--- config.mk ---
export PLATFORM = sky130hd
export DESIGN_NAME = decode_stage
export DESIGN_NICKNAME = d
export VERILOG_FILES = /design/src/common/rv_decode_pkg.sv /design/src/hdl/decode_stage.sv /design/src/hdl/decode_handshake.sv /design/src/decoder/imm_generator.sv /design/src/decoder/op_classifier.sv
export VERILOG_INCLUDE_DIRS = /design/src /design/src/common
export SDC_FILE = /design/constraint.sdc
export NUM_CORES = 1
export LEC_CHECK = 0
export ABC_AREA = 0
export BUFFER_PORTS_ARGS = -buffer_cell sky130_fd_sc_hd__buf_2
export CAP_MARGIN = 20
export CORE_ASPECT_RATIO = 1.1
export CORE_MARGIN = 5
export CORE_UTILIZATION = 33
export DETAILED_ROUTE_END_ITERATION = 8
export PLACE_DENSITY = 0.53
export SYNTH_ARGS = -nofsm -noshare
export SYNTH_HDL_FRONTEND = slang
export SYNTH_HIERARCHICAL = 1
export SYNTH_SLANG_ARGS = --single-unit
--- constraint.sdc ---
create_clock -name clk -period 3.1 [get_ports clk]
set_input_delay 0.62 -clock clk [delete_from_list [all_inputs] [get_ports clk]]
set_output_delay 0.62 -clock clk [all_outputs]
set_load 0.005 [all_outputs]
--- src/common/rv_decode_defines.svh ---
// RV64IM decode widths
`ifndef RV_DECODE_DEFINES_SVH
`define RV_DECODE_DEFINES_SVH

// Data path width
`define RV_XLEN 64

// Instruction word, base ISA only
`define RV_ILEN 32

// Register file index
`define RV_REG_ADDR_W 5

// Shift amount, wide enough for RV64 shifts
`define RV_SHAMT_W 6

`endif
--- src/common/rv_decode_pkg.sv ---
// RV64IM decode types
`default_nettype none

`include "rv_decode_defines.svh"

package rv_decode_pkg;

    // Major opcodes handled by the stage
    typedef enum logic [6:0] {
        OPC_LOAD      = 7'b0000011,
        OPC_OP_IMM    = 7'b0010011,
        OPC_AUIPC     = 7'b0010111,
        OPC_OP_IMM_32 = 7'b0011011,
        OPC_STORE     = 7'b0100011,
        OPC_OP        = 7'b0110011,
        OPC_LUI       = 7'b0110111,
        OPC_OP_32     = 7'b0111011,
        OPC_BRANCH    = 7'b1100011,
        OPC_JALR      = 7'b1100111,
        OPC_JAL       = 7'b1101111,
        OPC_SYSTEM    = 7'b1110011
    } opcode_e;

    // Decoded operation, 27 and 28 unused
    typedef enum logic [7:0] {
        ADD    = 8'd0,  SUB    = 8'd1,  XOR    = 8'd2,  OR     = 8'd3,
        AND    = 8'd4,  SLL    = 8'd5,  SRL    = 8'd6,  SRA    = 8'd7,
        SLT    = 8'd8,  SLTU   = 8'd9,  MUL    = 8'd10, MULH   = 8'd11,
        MULHSU = 8'd12, MULHU  = 8'd13, DIV    = 8'd14, DIVU   = 8'd15,
        REM    = 8'd16, REMU   = 8'd17, ADDI   = 8'd18, XORI   = 8'd19,
        ORI    = 8'd20, ANDI   = 8'd21, SLLI   = 8'd22, SRLI   = 8'd23,
        SRAI   = 8'd24, SLTI   = 8'd25, SLTIU  = 8'd26, ADDIW  = 8'd29,
        SLLIW  = 8'd30, SRLIW  = 8'd31, SRAIW  = 8'd32, ADDW   = 8'd33,
        SUBW   = 8'd34, SLLW   = 8'd35, SRLW   = 8'd36, SRAW   = 8'd37,
        MULW   = 8'd38, DIVW   = 8'd39, DIVUW  = 8'd40, REMW   = 8'd41,
        REMUW  = 8'd42, SB     = 8'd43, SH     = 8'd44, SW     = 8'd45,
        SD     = 8'd46, BEQ    = 8'd47, BNE    = 8'd48, BLT    = 8'd49,
        BGE    = 8'd50, BLTU   = 8'd51, BGEU   = 8'd52, JAL    = 8'd53,
        JALR   = 8'd54, LUI    = 8'd55, AUIPC  = 8'd56, ECALL  = 8'd57,
        EBREAK = 8'd58, LB     = 8'd59, LH     = 8'd60, LW     = 8'd61,
        LBU    = 8'd62, LHU    = 8'd63, LWU    = 8'd64, LD     = 8'd65,
        ILLEGAL = 8'd255
    } instr_e;

    // Memory access width, same code as funct3[1:0]
    typedef enum logic [1:0] {
        SIZE_BYTE   = 2'd0,
        SIZE_HALF   = 2'd1,
        SIZE_WORD   = 2'd2,
        SIZE_DOUBLE = 2'd3
    } access_size_e;

    typedef enum logic [1:0] {
        MEM_NONE  = 2'd0,
        MEM_READ  = 2'd1,
        MEM_WRITE = 2'd2
    } mem_access_e;

    // Four-phase handshake
    typedef enum logic [1:0] {
        IDLE   = 2'd0,
        DECODE = 2'd1,
        ACK    = 2'd2
    } decode_state_e;

endpackage

`default_nettype wire

--- src/hdl/decode_stage.sv ---
// Registered RV64IM decode stage
`default_nettype none

`include "rv_decode_defines.svh"

module decode_stage import rv_decode_pkg::*; (
    input  logic                     clk,
    input  logic                     reset,
    input  logic                     req,
    input  logic [`RV_ILEN-1:0]      instr,
    output logic                     ack,
    output instr_e                   op,
    output opcode_e                  opcode,
    output logic [`RV_REG_ADDR_W-1:0] rd,
    output logic [`RV_REG_ADDR_W-1:0] rs1,
    output logic [`RV_REG_ADDR_W-1:0] rs2,
    output logic [`RV_XLEN-1:0]      imm,
    output logic [`RV_SHAMT_W-1:0]   shamt,
    output access_size_e             access_size,
    output mem_access_e              mem_access,
    output logic                     illegal
);
    logic                      capture;
    logic                      load_result;
    logic [`RV_ILEN-1:0]       instr_q;

    instr_e                    cls_op;
    opcode_e                   cls_opcode;
    access_size_e              cls_access_size;
    mem_access_e               cls_mem_access;
    logic                      cls_illegal;
    logic [`RV_XLEN-1:0]       gen_imm;
    logic [`RV_SHAMT_W-1:0]    gen_shamt;
    logic [`RV_REG_ADDR_W-1:0] rd_d;
    logic [`RV_REG_ADDR_W-1:0] rs1_d;
    logic [`RV_REG_ADDR_W-1:0] rs2_d;

    decode_handshake handshake_i (
        .clk         (clk),
        .reset       (reset),
        .req         (req),
        .ack         (ack),
        .capture     (capture),
        .load_result (load_result)
    );

    always_ff @(posedge clk) begin
        if (capture) instr_q <= instr;
    end

    op_classifier classifier_i (
        .instr       (instr_q),
        .op          (cls_op),
        .opcode      (cls_opcode),
        .access_size (cls_access_size),
        .mem_access  (cls_mem_access),
        .illegal     (cls_illegal)
    );

    imm_generator imm_gen_i (
        .instr  (instr_q),
        .opcode (cls_opcode),
        .imm    (gen_imm),
        .shamt  (gen_shamt)
    );

    // Fields a format does not carry read zero
    assign rd_d  = (cls_opcode == OPC_STORE || cls_opcode == OPC_BRANCH) ? '0 : instr_q[11:7];
    assign rs1_d = (cls_opcode == OPC_LUI || cls_opcode == OPC_AUIPC ||
                    cls_opcode == OPC_JAL || cls_opcode == OPC_SYSTEM) ? '0 : instr_q[19:15];
    assign rs2_d = (cls_opcode == OPC_OP || cls_opcode == OPC_OP_32 ||
                    cls_opcode == OPC_STORE || cls_opcode == OPC_BRANCH) ? instr_q[24:20] : '0;

    always_ff @(posedge clk) begin
        if (reset) begin
            op          <= ILLEGAL; // Nothing decoded yet
            opcode      <= opcode_e'(7'b0);
            rd          <= '0;
            rs1         <= '0;
            rs2         <= '0;
            imm         <= '0;
            shamt       <= '0;
            access_size <= SIZE_BYTE;
            mem_access  <= MEM_NONE;
            illegal     <= 1'b1;
        end else if (load_result) begin
            op          <= cls_op;
            opcode      <= cls_opcode;
            rd          <= rd_d;
            rs1         <= rs1_d;
            rs2         <= rs2_d;
            imm         <= gen_imm;
            shamt       <= gen_shamt;
            access_size <= cls_access_size;
            mem_access  <= cls_mem_access;
            illegal     <= cls_illegal;
        end
    end

endmodule

`default_nettype wire

--- src/hdl/decode_handshake.sv ---
// Four-phase req/ack control
`default_nettype none

module decode_handshake import rv_decode_pkg::*; (
    input  logic clk,
    input  logic reset,
    input  logic req,
    output logic ack,
    output logic capture,
    output logic load_result
);
    decode_state_e state;
    decode_state_e state_next;

    always_comb begin
        state_next = state;
        case (state)
            IDLE: begin
                if (req) state_next = DECODE;
            end
            DECODE: state_next = ACK; // Decode logic settles in one cycle
            ACK: begin
                // Hold results until upstream lets go
                if (!req) state_next = IDLE;
            end
            default: state_next = IDLE;
        endcase
    end

    always_ff @(posedge clk) begin
        if (reset) begin
            state <= IDLE;
            ack   <= 1'b0;
        end else begin
            state <= state_next;
            ack   <= (state_next == ACK);
        end
    end

    // Instruction latched on the edge that sees req
    assign capture = (state == IDLE) && req;

    // Results register one edge later
    assign load_result = (state == DECODE);

endmodule

`default_nettype wire

--- src/decoder/imm_generator.sv ---
// Immediate and shift amount generator
`default_nettype none

`include "rv_decode_defines.svh"

module imm_generator import rv_decode_pkg::*; (
    input  logic [`RV_ILEN-1:0]    instr,
    input  opcode_e                opcode,
    output logic [`RV_XLEN-1:0]    imm,
    output logic [`RV_SHAMT_W-1:0] shamt
);
    logic                sign;
    logic [`RV_XLEN-1:0] imm_i;
    logic [`RV_XLEN-1:0] imm_s;
    logic [`RV_XLEN-1:0] imm_b;
    logic [`RV_XLEN-1:0] imm_u;
    logic [`RV_XLEN-1:0] imm_j;

    assign sign = instr[31]; // Every format signs from bit 31

    assign imm_i = {{(`RV_XLEN-12){sign}}, instr[31:20]};
    assign imm_s = {{(`RV_XLEN-12){sign}}, instr[31:25], instr[11:7]};
    assign imm_b = {{(`RV_XLEN-13){sign}}, instr[31], instr[7], instr[30:25],
                    instr[11:8], 1'b0};
    assign imm_u = {{(`RV_XLEN-32){sign}}, instr[31:12], 12'b0};
    assign imm_j = {{(`RV_XLEN-21){sign}}, instr[31], instr[19:12], instr[20],
                    instr[30:21], 1'b0};

    always_comb begin
        case (opcode)
            OPC_LOAD,
            OPC_OP_IMM,
            OPC_OP_IMM_32,
            OPC_JALR,
            OPC_SYSTEM: imm = imm_i;
            OPC_STORE:  imm = imm_s;
            OPC_BRANCH: imm = imm_b;
            OPC_LUI,
            OPC_AUIPC:  imm = imm_u;
            OPC_JAL:    imm = imm_j;
            default:    imm = '0; // R-type and unknown
        endcase
    end

    always_comb begin
        case (opcode)
            OPC_OP_IMM:    shamt = instr[25:20];
            OPC_OP_IMM_32: shamt = {1'b0, instr[24:20]}; // Word shifts stop at 31
            default:       shamt = '0;
        endcase
    end

endmodule

`default_nettype wire

--- src/decoder/op_classifier.sv ---
// RV64IM operation classifier
`default_nettype none

`include "rv_decode_defines.svh"

module op_classifier import rv_decode_pkg::*; (
    input  logic [`RV_ILEN-1:0] instr,
    output instr_e              op,
    output opcode_e             opcode,
    output access_size_e        access_size,
    output mem_access_e         mem_access,
    output logic                illegal
);
    localparam logic [6:0] F7_BASE   = 7'b0000000;
    localparam logic [6:0] F7_ALT    = 7'b0100000; // SUB and arithmetic shifts
    localparam logic [6:0] F7_MULDIV = 7'b0000001;

    logic [2:0] funct3;
    logic [6:0] funct7;

    assign opcode = opcode_e'(instr[6:0]);
    assign funct3 = instr[14:12];
    assign funct7 = instr[31:25];

    always_comb begin
        op          = ILLEGAL;
        access_size = SIZE_BYTE;
        mem_access  = MEM_NONE;

        case (opcode)
            OPC_OP: begin
                if (funct7 == F7_MULDIV) begin
                    case (funct3)
                        3'b000: op = MUL;
                        3'b001: op = MULH;
                        3'b010: op = MULHSU;
                        3'b011: op = MULHU;
                        3'b100: op = DIV;
                        3'b101: op = DIVU;
                        3'b110: op = REM;
                        3'b111: op = REMU;
                    endcase
                end else if (funct7 == F7_BASE) begin
                    case (funct3)
                        3'b000: op = ADD;
                        3'b001: op = SLL;
                        3'b010: op = SLT;
                        3'b011: op = SLTU;
                        3'b100: op = XOR;
                        3'b101: op = SRL;
                        3'b110: op = OR;
                        3'b111: op = AND;
                    endcase
                end else if (funct7 == F7_ALT) begin
                    if (funct3 == 3'b000) op = SUB;
                    else if (funct3 == 3'b101) op = SRA;
                end
            end
            OPC_OP_32: begin
                if (funct7 == F7_MULDIV) begin
                    case (funct3)
                        3'b000: op = MULW;
                        3'b100: op = DIVW;
                        3'b101: op = DIVUW;
                        3'b110: op = REMW;
                        3'b111: op = REMUW;
                        default: op = ILLEGAL; // No MULH forms in W
                    endcase
                end else if (funct7 == F7_BASE) begin
                    if (funct3 == 3'b000) op = ADDW;
                    else if (funct3 == 3'b001) op = SLLW;
                    else if (funct3 == 3'b101) op = SRLW;
                end else if (funct7 == F7_ALT) begin
                    if (funct3 == 3'b000) op = SUBW;
                    else if (funct3 == 3'b101) op = SRAW;
                end
            end
            OPC_OP_IMM: begin
                case (funct3)
                    3'b000: op = ADDI;
                    3'b010: op = SLTI;
                    3'b011: op = SLTIU;
                    3'b100: op = XORI;
                    3'b110: op = ORI;
                    3'b111: op = ANDI;
                    3'b001: if (instr[31:26] == 6'b000000) op = SLLI;
                    3'b101: begin
                        // Six-bit shamt leaves only bits 31..26 as funct
                        if (instr[31:26] == 6'b000000) op = SRLI;
                        else if (instr[31:26] == 6'b010000) op = SRAI;
                    end
                endcase
            end
            OPC_OP_IMM_32: begin
                if (funct3 == 3'b000) op = ADDIW;
                else if (funct3 == 3'b001 && funct7 == F7_BASE) op = SLLIW;
                else if (funct3 == 3'b101 && funct7 == F7_BASE) op = SRLIW;
                else if (funct3 == 3'b101 && funct7 == F7_ALT) op = SRAIW;
            end
            OPC_LOAD: begin
                case (funct3)
                    3'b000: op = LB;
                    3'b001: op = LH;
                    3'b010: op = LW;
                    3'b011: op = LD;
                    3'b100: op = LBU;
                    3'b101: op = LHU;
                    3'b110: op = LWU;
                    default: op = ILLEGAL;
                endcase
            end
            OPC_STORE: begin
                case (funct3)
                    3'b000: op = SB;
                    3'b001: op = SH;
                    3'b010: op = SW;
                    3'b011: op = SD;
                    default: op = ILLEGAL;
                endcase
            end
            OPC_BRANCH: begin
                case (funct3)
                    3'b000: op = BEQ;
                    3'b001: op = BNE;
                    3'b100: op = BLT;
                    3'b101: op = BGE;
                    3'b110: op = BLTU;
                    3'b111: op = BGEU;
                    default: op = ILLEGAL;
                endcase
            end
            OPC_JAL:   op = JAL;
            OPC_JALR:  if (funct3 == 3'b000) op = JALR;
            OPC_LUI:   op = LUI;
            OPC_AUIPC: op = AUIPC;
            OPC_SYSTEM: begin
                if (funct3 == 3'b000 && instr[31:20] == 12'h000) op = ECALL;
                else if (funct3 == 3'b000 && instr[31:20] == 12'h001) op = EBREAK;
            end
            default: op = ILLEGAL;
        endcase

        // Size and kind only for a legal memory op
        if (op != ILLEGAL && (opcode == OPC_LOAD || opcode == OPC_STORE)) begin
            access_size = access_size_e'(funct3[1:0]);
            mem_access  = (opcode == OPC_LOAD) ? MEM_READ : MEM_WRITE;
        end
    end

    assign illegal = (op == ILLEGAL);

endmodule

`default_nettype wire

# Yosys cells after proc, flatten, opt, wreduce, memory -nomap -nowiden

Memories as Yosys holds them, arrays and structs flattened. A register that Yosys moved wholly into a read port is not among the register bits.
Index checks and enable logic that the tools add are counted.

Output and inout bits: 106
ROM bits: 72
Bits in registers: 140
Input bits: 35
Word-level logic and storage cells: 107
Memories: 2

Equal/unequal tests: 28
Multiplexer cells: 42
Reduce and logical (&&, ||, !) cells: 22

Memories:

| memory          | depth | width | rd ports | clocked after Yosys merged registers in | wr ports | line                | source |
|---|---|---|---|---|---|---|---|
| (no name shown) | 8     | 5     | 1        | 1                                       | 0        | op_classifier.sv:33 | `case (funct3)` |
| (no name shown) | 8     | 4     | 1        | 1                                       | 0        | op_classifier.sv:44 | `case (funct3)` |

Operator list:

| operator                                                                | number |
|---|---|
| 64-bit one-hot mux with 5 select lines                                  | 1 |
| 8-bit 2-to-1 mux                                                        | 23 |
| 8-bit one-hot mux with 12 select lines                                  | 1 |
| 8-bit one-hot mux with 8 select lines                                   | 1 |
| 8-bit one-hot mux with 7 select lines                                   | 1 |
| 8-bit one-hot mux with 6 select lines                                   | 1 |
| 8-bit one-hot mux with 5 select lines                                   | 1 |
| 7-bit by 6-bit equality test with 1-bit output (second input constant)  | 5 |
| 8-bit one-hot mux with 4 select lines                                   | 1 |
| 7-bit equality test (second input constant)                             | 4 |
| 7-bit by 5-bit equality test with 1-bit output (second input constant)  | 3 |
| 5-bit 2-to-1 mux                                                        | 3 |
| 12-bit by 1-bit equality test with 1-bit output (second input constant) | 1 |
| 3-bit equality test (second input constant)                             | 4 |
| 12-bit logical NOT                                                      | 1 |
| 6-bit one-hot mux with 2 select lines                                   | 1 |
| 2-bit 2-to-1 mux                                                        | 5 |
| 8-bit equality test (second input constant)                             | 1 |
| 1-bit logical OR                                                        | 8 |
| 8-bit != test (second input constant)                                   | 1 |
| 7-bit by 1-bit equality test with 1-bit output (second input constant)  | 1 |
| 7-bit by 2-bit equality test with 1-bit output (second input constant)  | 1 |
| 1-bit logical AND                                                       | 7 |
| 7-bit logical NOT                                                       | 1 |
| 12 further kinds                                                        | 15 |

# Logic depth before layout (Yosys ltp)

Depth in word-level cells: 10
Depth in mapped cells: 9
Gate-level depth less buffers: 8

# Cells and area by module

Netlist, hierarchy kept.

Modules (own cells, without submodules):

| module           | area an instance (um2) | cells an instance | seq. area each (um2) | times used |
|---|---|---|---|---|
| decode_stage     | 4,780.8                | 388               | 3,062.9              | 1 |
| op_classifier    | 1,295.0                | 223               | 0.0                  | 1 |
| imm_generator    | 845.8                  | 115               | 0.0                  | 1 |
| decode_handshake | 102.6                  | 11                | 60.1                 | 1 |

# Least setup slack after synthesis

Ideal clock, no wire load.

Path kind: flip-flop to flip-flop
Start point: register instr_q[6]
End point: register imm[62]
Setup time: 0.065 ns
Stages on the path, launching flop included: 9
Setup slack: 0.490 ns
Buffers on the path: 3
Clock period less this slack: 2.610 ns
Required time: 3.035 ns
Data arrival time: 2.544 ns
Cell sequence: edfxtp_1 > buf_4 > buf_6 > or3b_2 > a21oi_2 > o31a_1 > buf_4 > mux2i_1 > nor2_1

Word-level cells in the longest chain between the ends: 3
Elaborated cells on any way between the ends: 13
Those cells by class: eq/ne: 10; mux: 1; reduce/logical: 2

RTL lines:

| what                                                            | line                | source |
|---|---|---|
| start: declaration                                              | decode_stage.sv:25  | `` logic [`RV_ILEN-1:0] instr_q; `` |
| start signal: assignment                                        | decode_stage.sv:48  | `if (capture) instr_q <= instr;` |
| 7-bit equality test, or another cell as far along               | imm_generator.sv:30 | `case (opcode)` |
| 5-bit OR reduction / 2-bit OR reduction (equally long branches) | imm_generator.sv:30 |  |
| 64-bit one-hot mux with 5 select lines (*)                      | imm_generator.sv:30 |  |
| via gen_imm[62]                                                 | decode_stage.sv:32  | `` logic [`RV_XLEN-1:0] gen_imm; `` |
| end signal: assignment                                          | decode_stage.sv:92  | `imm <= gen_imm;` |
| end: declaration                                                | decode_stage.sv:17  | `` output logic [`RV_XLEN-1:0] imm, `` |

The timed path passes the listed nets; every way through them passes the cells marked *.
A chain may end at the register's enable or synchronous reset.

# Final worst setup path

Start point: register instr_q[6]
End point: register op[7]

Word-level cells in the longest chain between the ends: 2
Elaborated cells on any way between the ends: 13
Those cells by class: eq/ne: 12; mux: 1

RTL lines:

| what                                              | line                | source |
|---|---|---|
| 7-bit equality test, or another cell as far along | op_classifier.sv:30 | `case (opcode)` |
| 8-bit one-hot mux with 12 select lines (*)        | op_classifier.sv:30 |  |
| via cls_op[7]                                     | decode_stage.sv:27  | `instr_e cls_op;` |
| end signal: assignment                            | decode_stage.sv:87  | `op <= cls_op;` |
| end: declaration                                  | decode_stage.sv:12  | `output instr_e op,` |

Marked as above.

==> impl_metrics.yaml <==
synth:
  async_flop_share_pct: 0
  yosys_register_bits: 140
  yosysWarnings: 6
  synth-edff-count: 32
  avgSynthCellArea_sq_um: 9.53
  yosysSeqAreaShare_pct: 44.5
  syn_inst: 737
  synth_nets: 775
  synthFlopType: "dfxtp_1"
  synth.distinct_cells: 76
  syn-cell-area_sq_mm: 0.00702
  synth_area_leaders: "dfxtp_1 (31%), edfxtp_1 (14%), mux2i_1 (12%), nor2_1 (6.1%), buf_4 (5.1%)"
  synth_largest_area_cell: "dfxtp_1"
  synth_top_area_share_pct: 30.8
clock_network:
  h-tree-depth: 4
  cts_setup_buffers: 0
  cts-buffers-inserted: 17
  cts_resized: 0
  ctsHoldBuffers: 0
  clk_latency_ns: 0.42
  root_buffer: "clkbuf_16"
  clk_pin_slew_ns: 0.07
  cts_tree: "done"
  cts_sinks: 140
  cts.path.max_buffers: 2
setup_path:
  ff2ff_path_depth: 7
  cp.required_ns: 3.40
  arrival_ns: 2.87
  r2r_start: "instr_q[6]"
  r2r-end: "op[7]"
  ff2ff_setup_slack_ns: 0.53
  crit_path_max_fanout: 10
  start_kind: "flop"
  crit_type: "reg2reg"
  cp-end-kind: "flop"
sta:
  period_minus_slack_ns: 2.57
  fin_crit_sh_pct: 82.8
  fmax_mhz: 390
  setup-violations-final: 0
  fin_ws_ns: 0.534
  finClkSkew_ns: 0.0112
  rsz0062_at_grt: "no"
  relSlewSlack_pct: 49.6
  fin_tns_setup_ns: 0
  worst_pin_slew_ns: 0.750
  slew_viol_final: 0
  hold_viol: 0
drt:
  route.met3.wl_mm: 1.47
  drc: 0
  wl_per_cell_um: 18.1
  wl_met1_mm: 8.29
  avgViaCountPerCell: 4.99
  dr.max_layer_used: "met5"
  final_antenna_net_count: 0
  wl_met2_mm: 10.0
  drt-total-wl_mm: 20.6
  drt-pass1-iter-count: 5
  vias: 5658
  drt-initial-drc-count: 357
layout:
  final_common_cell: "buf_2"
  nets: 870
  drive_above_1_share_pct: 26.3
  area_growth_pct: 18.6
  fillers: 2149
  final_cell_mix: "buf_2 (139), nor2_1 (113), dfxtp_1 (108), mux2i_1 (82), nand2_1 (41)"
  antenna-diode-count: 0
  final_util_pct: 39.4
floorplanning:
  ios: 141
  die_y_um: 163
  fp.dieW_um: 149
  die_area_sq_mm: 0.0243
  core_sq_mm: 0.0212
  initial_core_util_pct: 33.2
  rows: 56
placed_design:
  dp_hpwl_mm: 14.5
  pre_cts_ws_ns: 0.561
  port_buffers: 140
  globalplace.congestion: 0.924
global_routing:
  grt_pass1_wl_mm: 32.2
  track_usage_pct: 16.9
  antenna_found_initial: 1
  grt_pass1_vias: 5757
  gr-total-overflow: 0
  grt_max_degree: 71
min_path:
  hold_path_depth: 1
  min_to: "instr_q[24]"
  min-delay-start: "instr[24]"
  hold_class: "in2reg"
pwr:
  max-vdd-ir-drop_mv: 0.323
  powerDensity_mw_per_mm2: 534
  power.leakage_nw: 3.51
status:
  status: "completed"
run:
  drv_cap: 0
-- area by class of cell --
type                       count  area (sq um)  area share, %
clock inverter                15           174           2.09
multi-input combinational    499          3310           39.7
clock buffer                  17           425           5.11
timing repair buffer         165           903           10.8
sequential                   140          3120           37.5
tap                          290           363           4.35
inverter                       9          36.3          0.435
-- worst max-delay path: stages (launching register included) --
cell and delay [ns]:
edfxtp_1 0.58, nand3b_1 0.27, nor2_1 0.19, o311a_1 0.19
a211oi_2 0.29, nand4_2 0.27, a311o_1 0.39, a211o_1 0.28
-- flip-flops by register name, summed over array words and instances, names as in the netlist --
name               cells
access_size            2
handshake_i/ack        1
handshake_i/state      2
illegal                1
imm                   64
instr_q               32
mem_access             2
op                     8
opcode                 7
rd                     5
rs1                    5
rs2                    5
shamt                  6
-- Yosys cell counts (9+ instances only) --
| cell type | number |
|---|---|
| a211o_1 | 12 |
| a21o_1 | 19 |
| a21oi_1 | 24 |
| a22o_1 | 10 |
| a31oi_1 | 9 |
| and2_1 | 12 |
| buf_2 | 12 |
| buf_4 | 48 |
| clkbuf_1 | 23 |
| dfxtp_1 | 108 |
| edfxtp_1 | 32 |
| mux2i_1 | 82 |
| nand2_1 | 41 |
| nand2b_1 | 10 |
| nand3_1 | 12 |
| nand4_1 | 9 |
| nor2_1 | 114 |
| nor2b_1 | 16 |
| nor3_1 | 13 |
| o21ai_0 | 21 |
-- kinds of logic after synthesis --
kind of cell,share of synthesized area (%)
AND/OR/NAND/NOR,19.2
flip-flops,44.5
XOR/XNOR,0.249
adder cells (fa/ha/maj),0.677
multiplexers,11.9
AO/OA/AOI/OAI,14.9
buffers and inverters,8.55
-- metal layers --
metal | track usage (%) | up-vias
met3 | 5.33 | 48
met5 | 0 | -
met4 | 7.70 | 2
met1 | 20.0 | 2628
li1 | - | 2783
met2 | 28.0 | 197
-- power breakdown --
part	leakage (nW)	switching [mW]	total (mW)	internal [mW]
combinational	2.03	0.278	0.449	0.171
sequential	1.18	0.0523	1.98	1.93
clock	0.294	0.932	2.02	1.09
total	3.51	1.26	4.45	3.19
-- through the flow --
step	total power, mW	cell area [sq um]	hold WS, ns	std cells
final	4.45	8330	0.381	1135
after global routing	4.65	8330	0.355	1135
after CTS	4.52	8330	0.358	1135
after detailed placement	2.48	7730	0.459	1103
after global placement	2.48	7730	0.452	1103
after floorplan	2.34	7020	0.434	737
-- worst max path at each step --
stage | from | to | slack (ns) | cells past startpoint
4_1_cts | instr_q[4] | op[7] | 0.54 | 7
5_1_grt | instr_q[14] | op[2] | 0.39 | 8
2_1_floorplan | instr_q[6] | imm[62] | 0.49 | 8
3_3_place_gp | instr_q[4] | op[7] | 0.50 | 7
3_5_place_dp | instr_q[4] | op[7] | 0.56 | 7
6_report | instr_q[6] | op[7] | 0.53 | 7
Power figures use the tool's default switching activity.
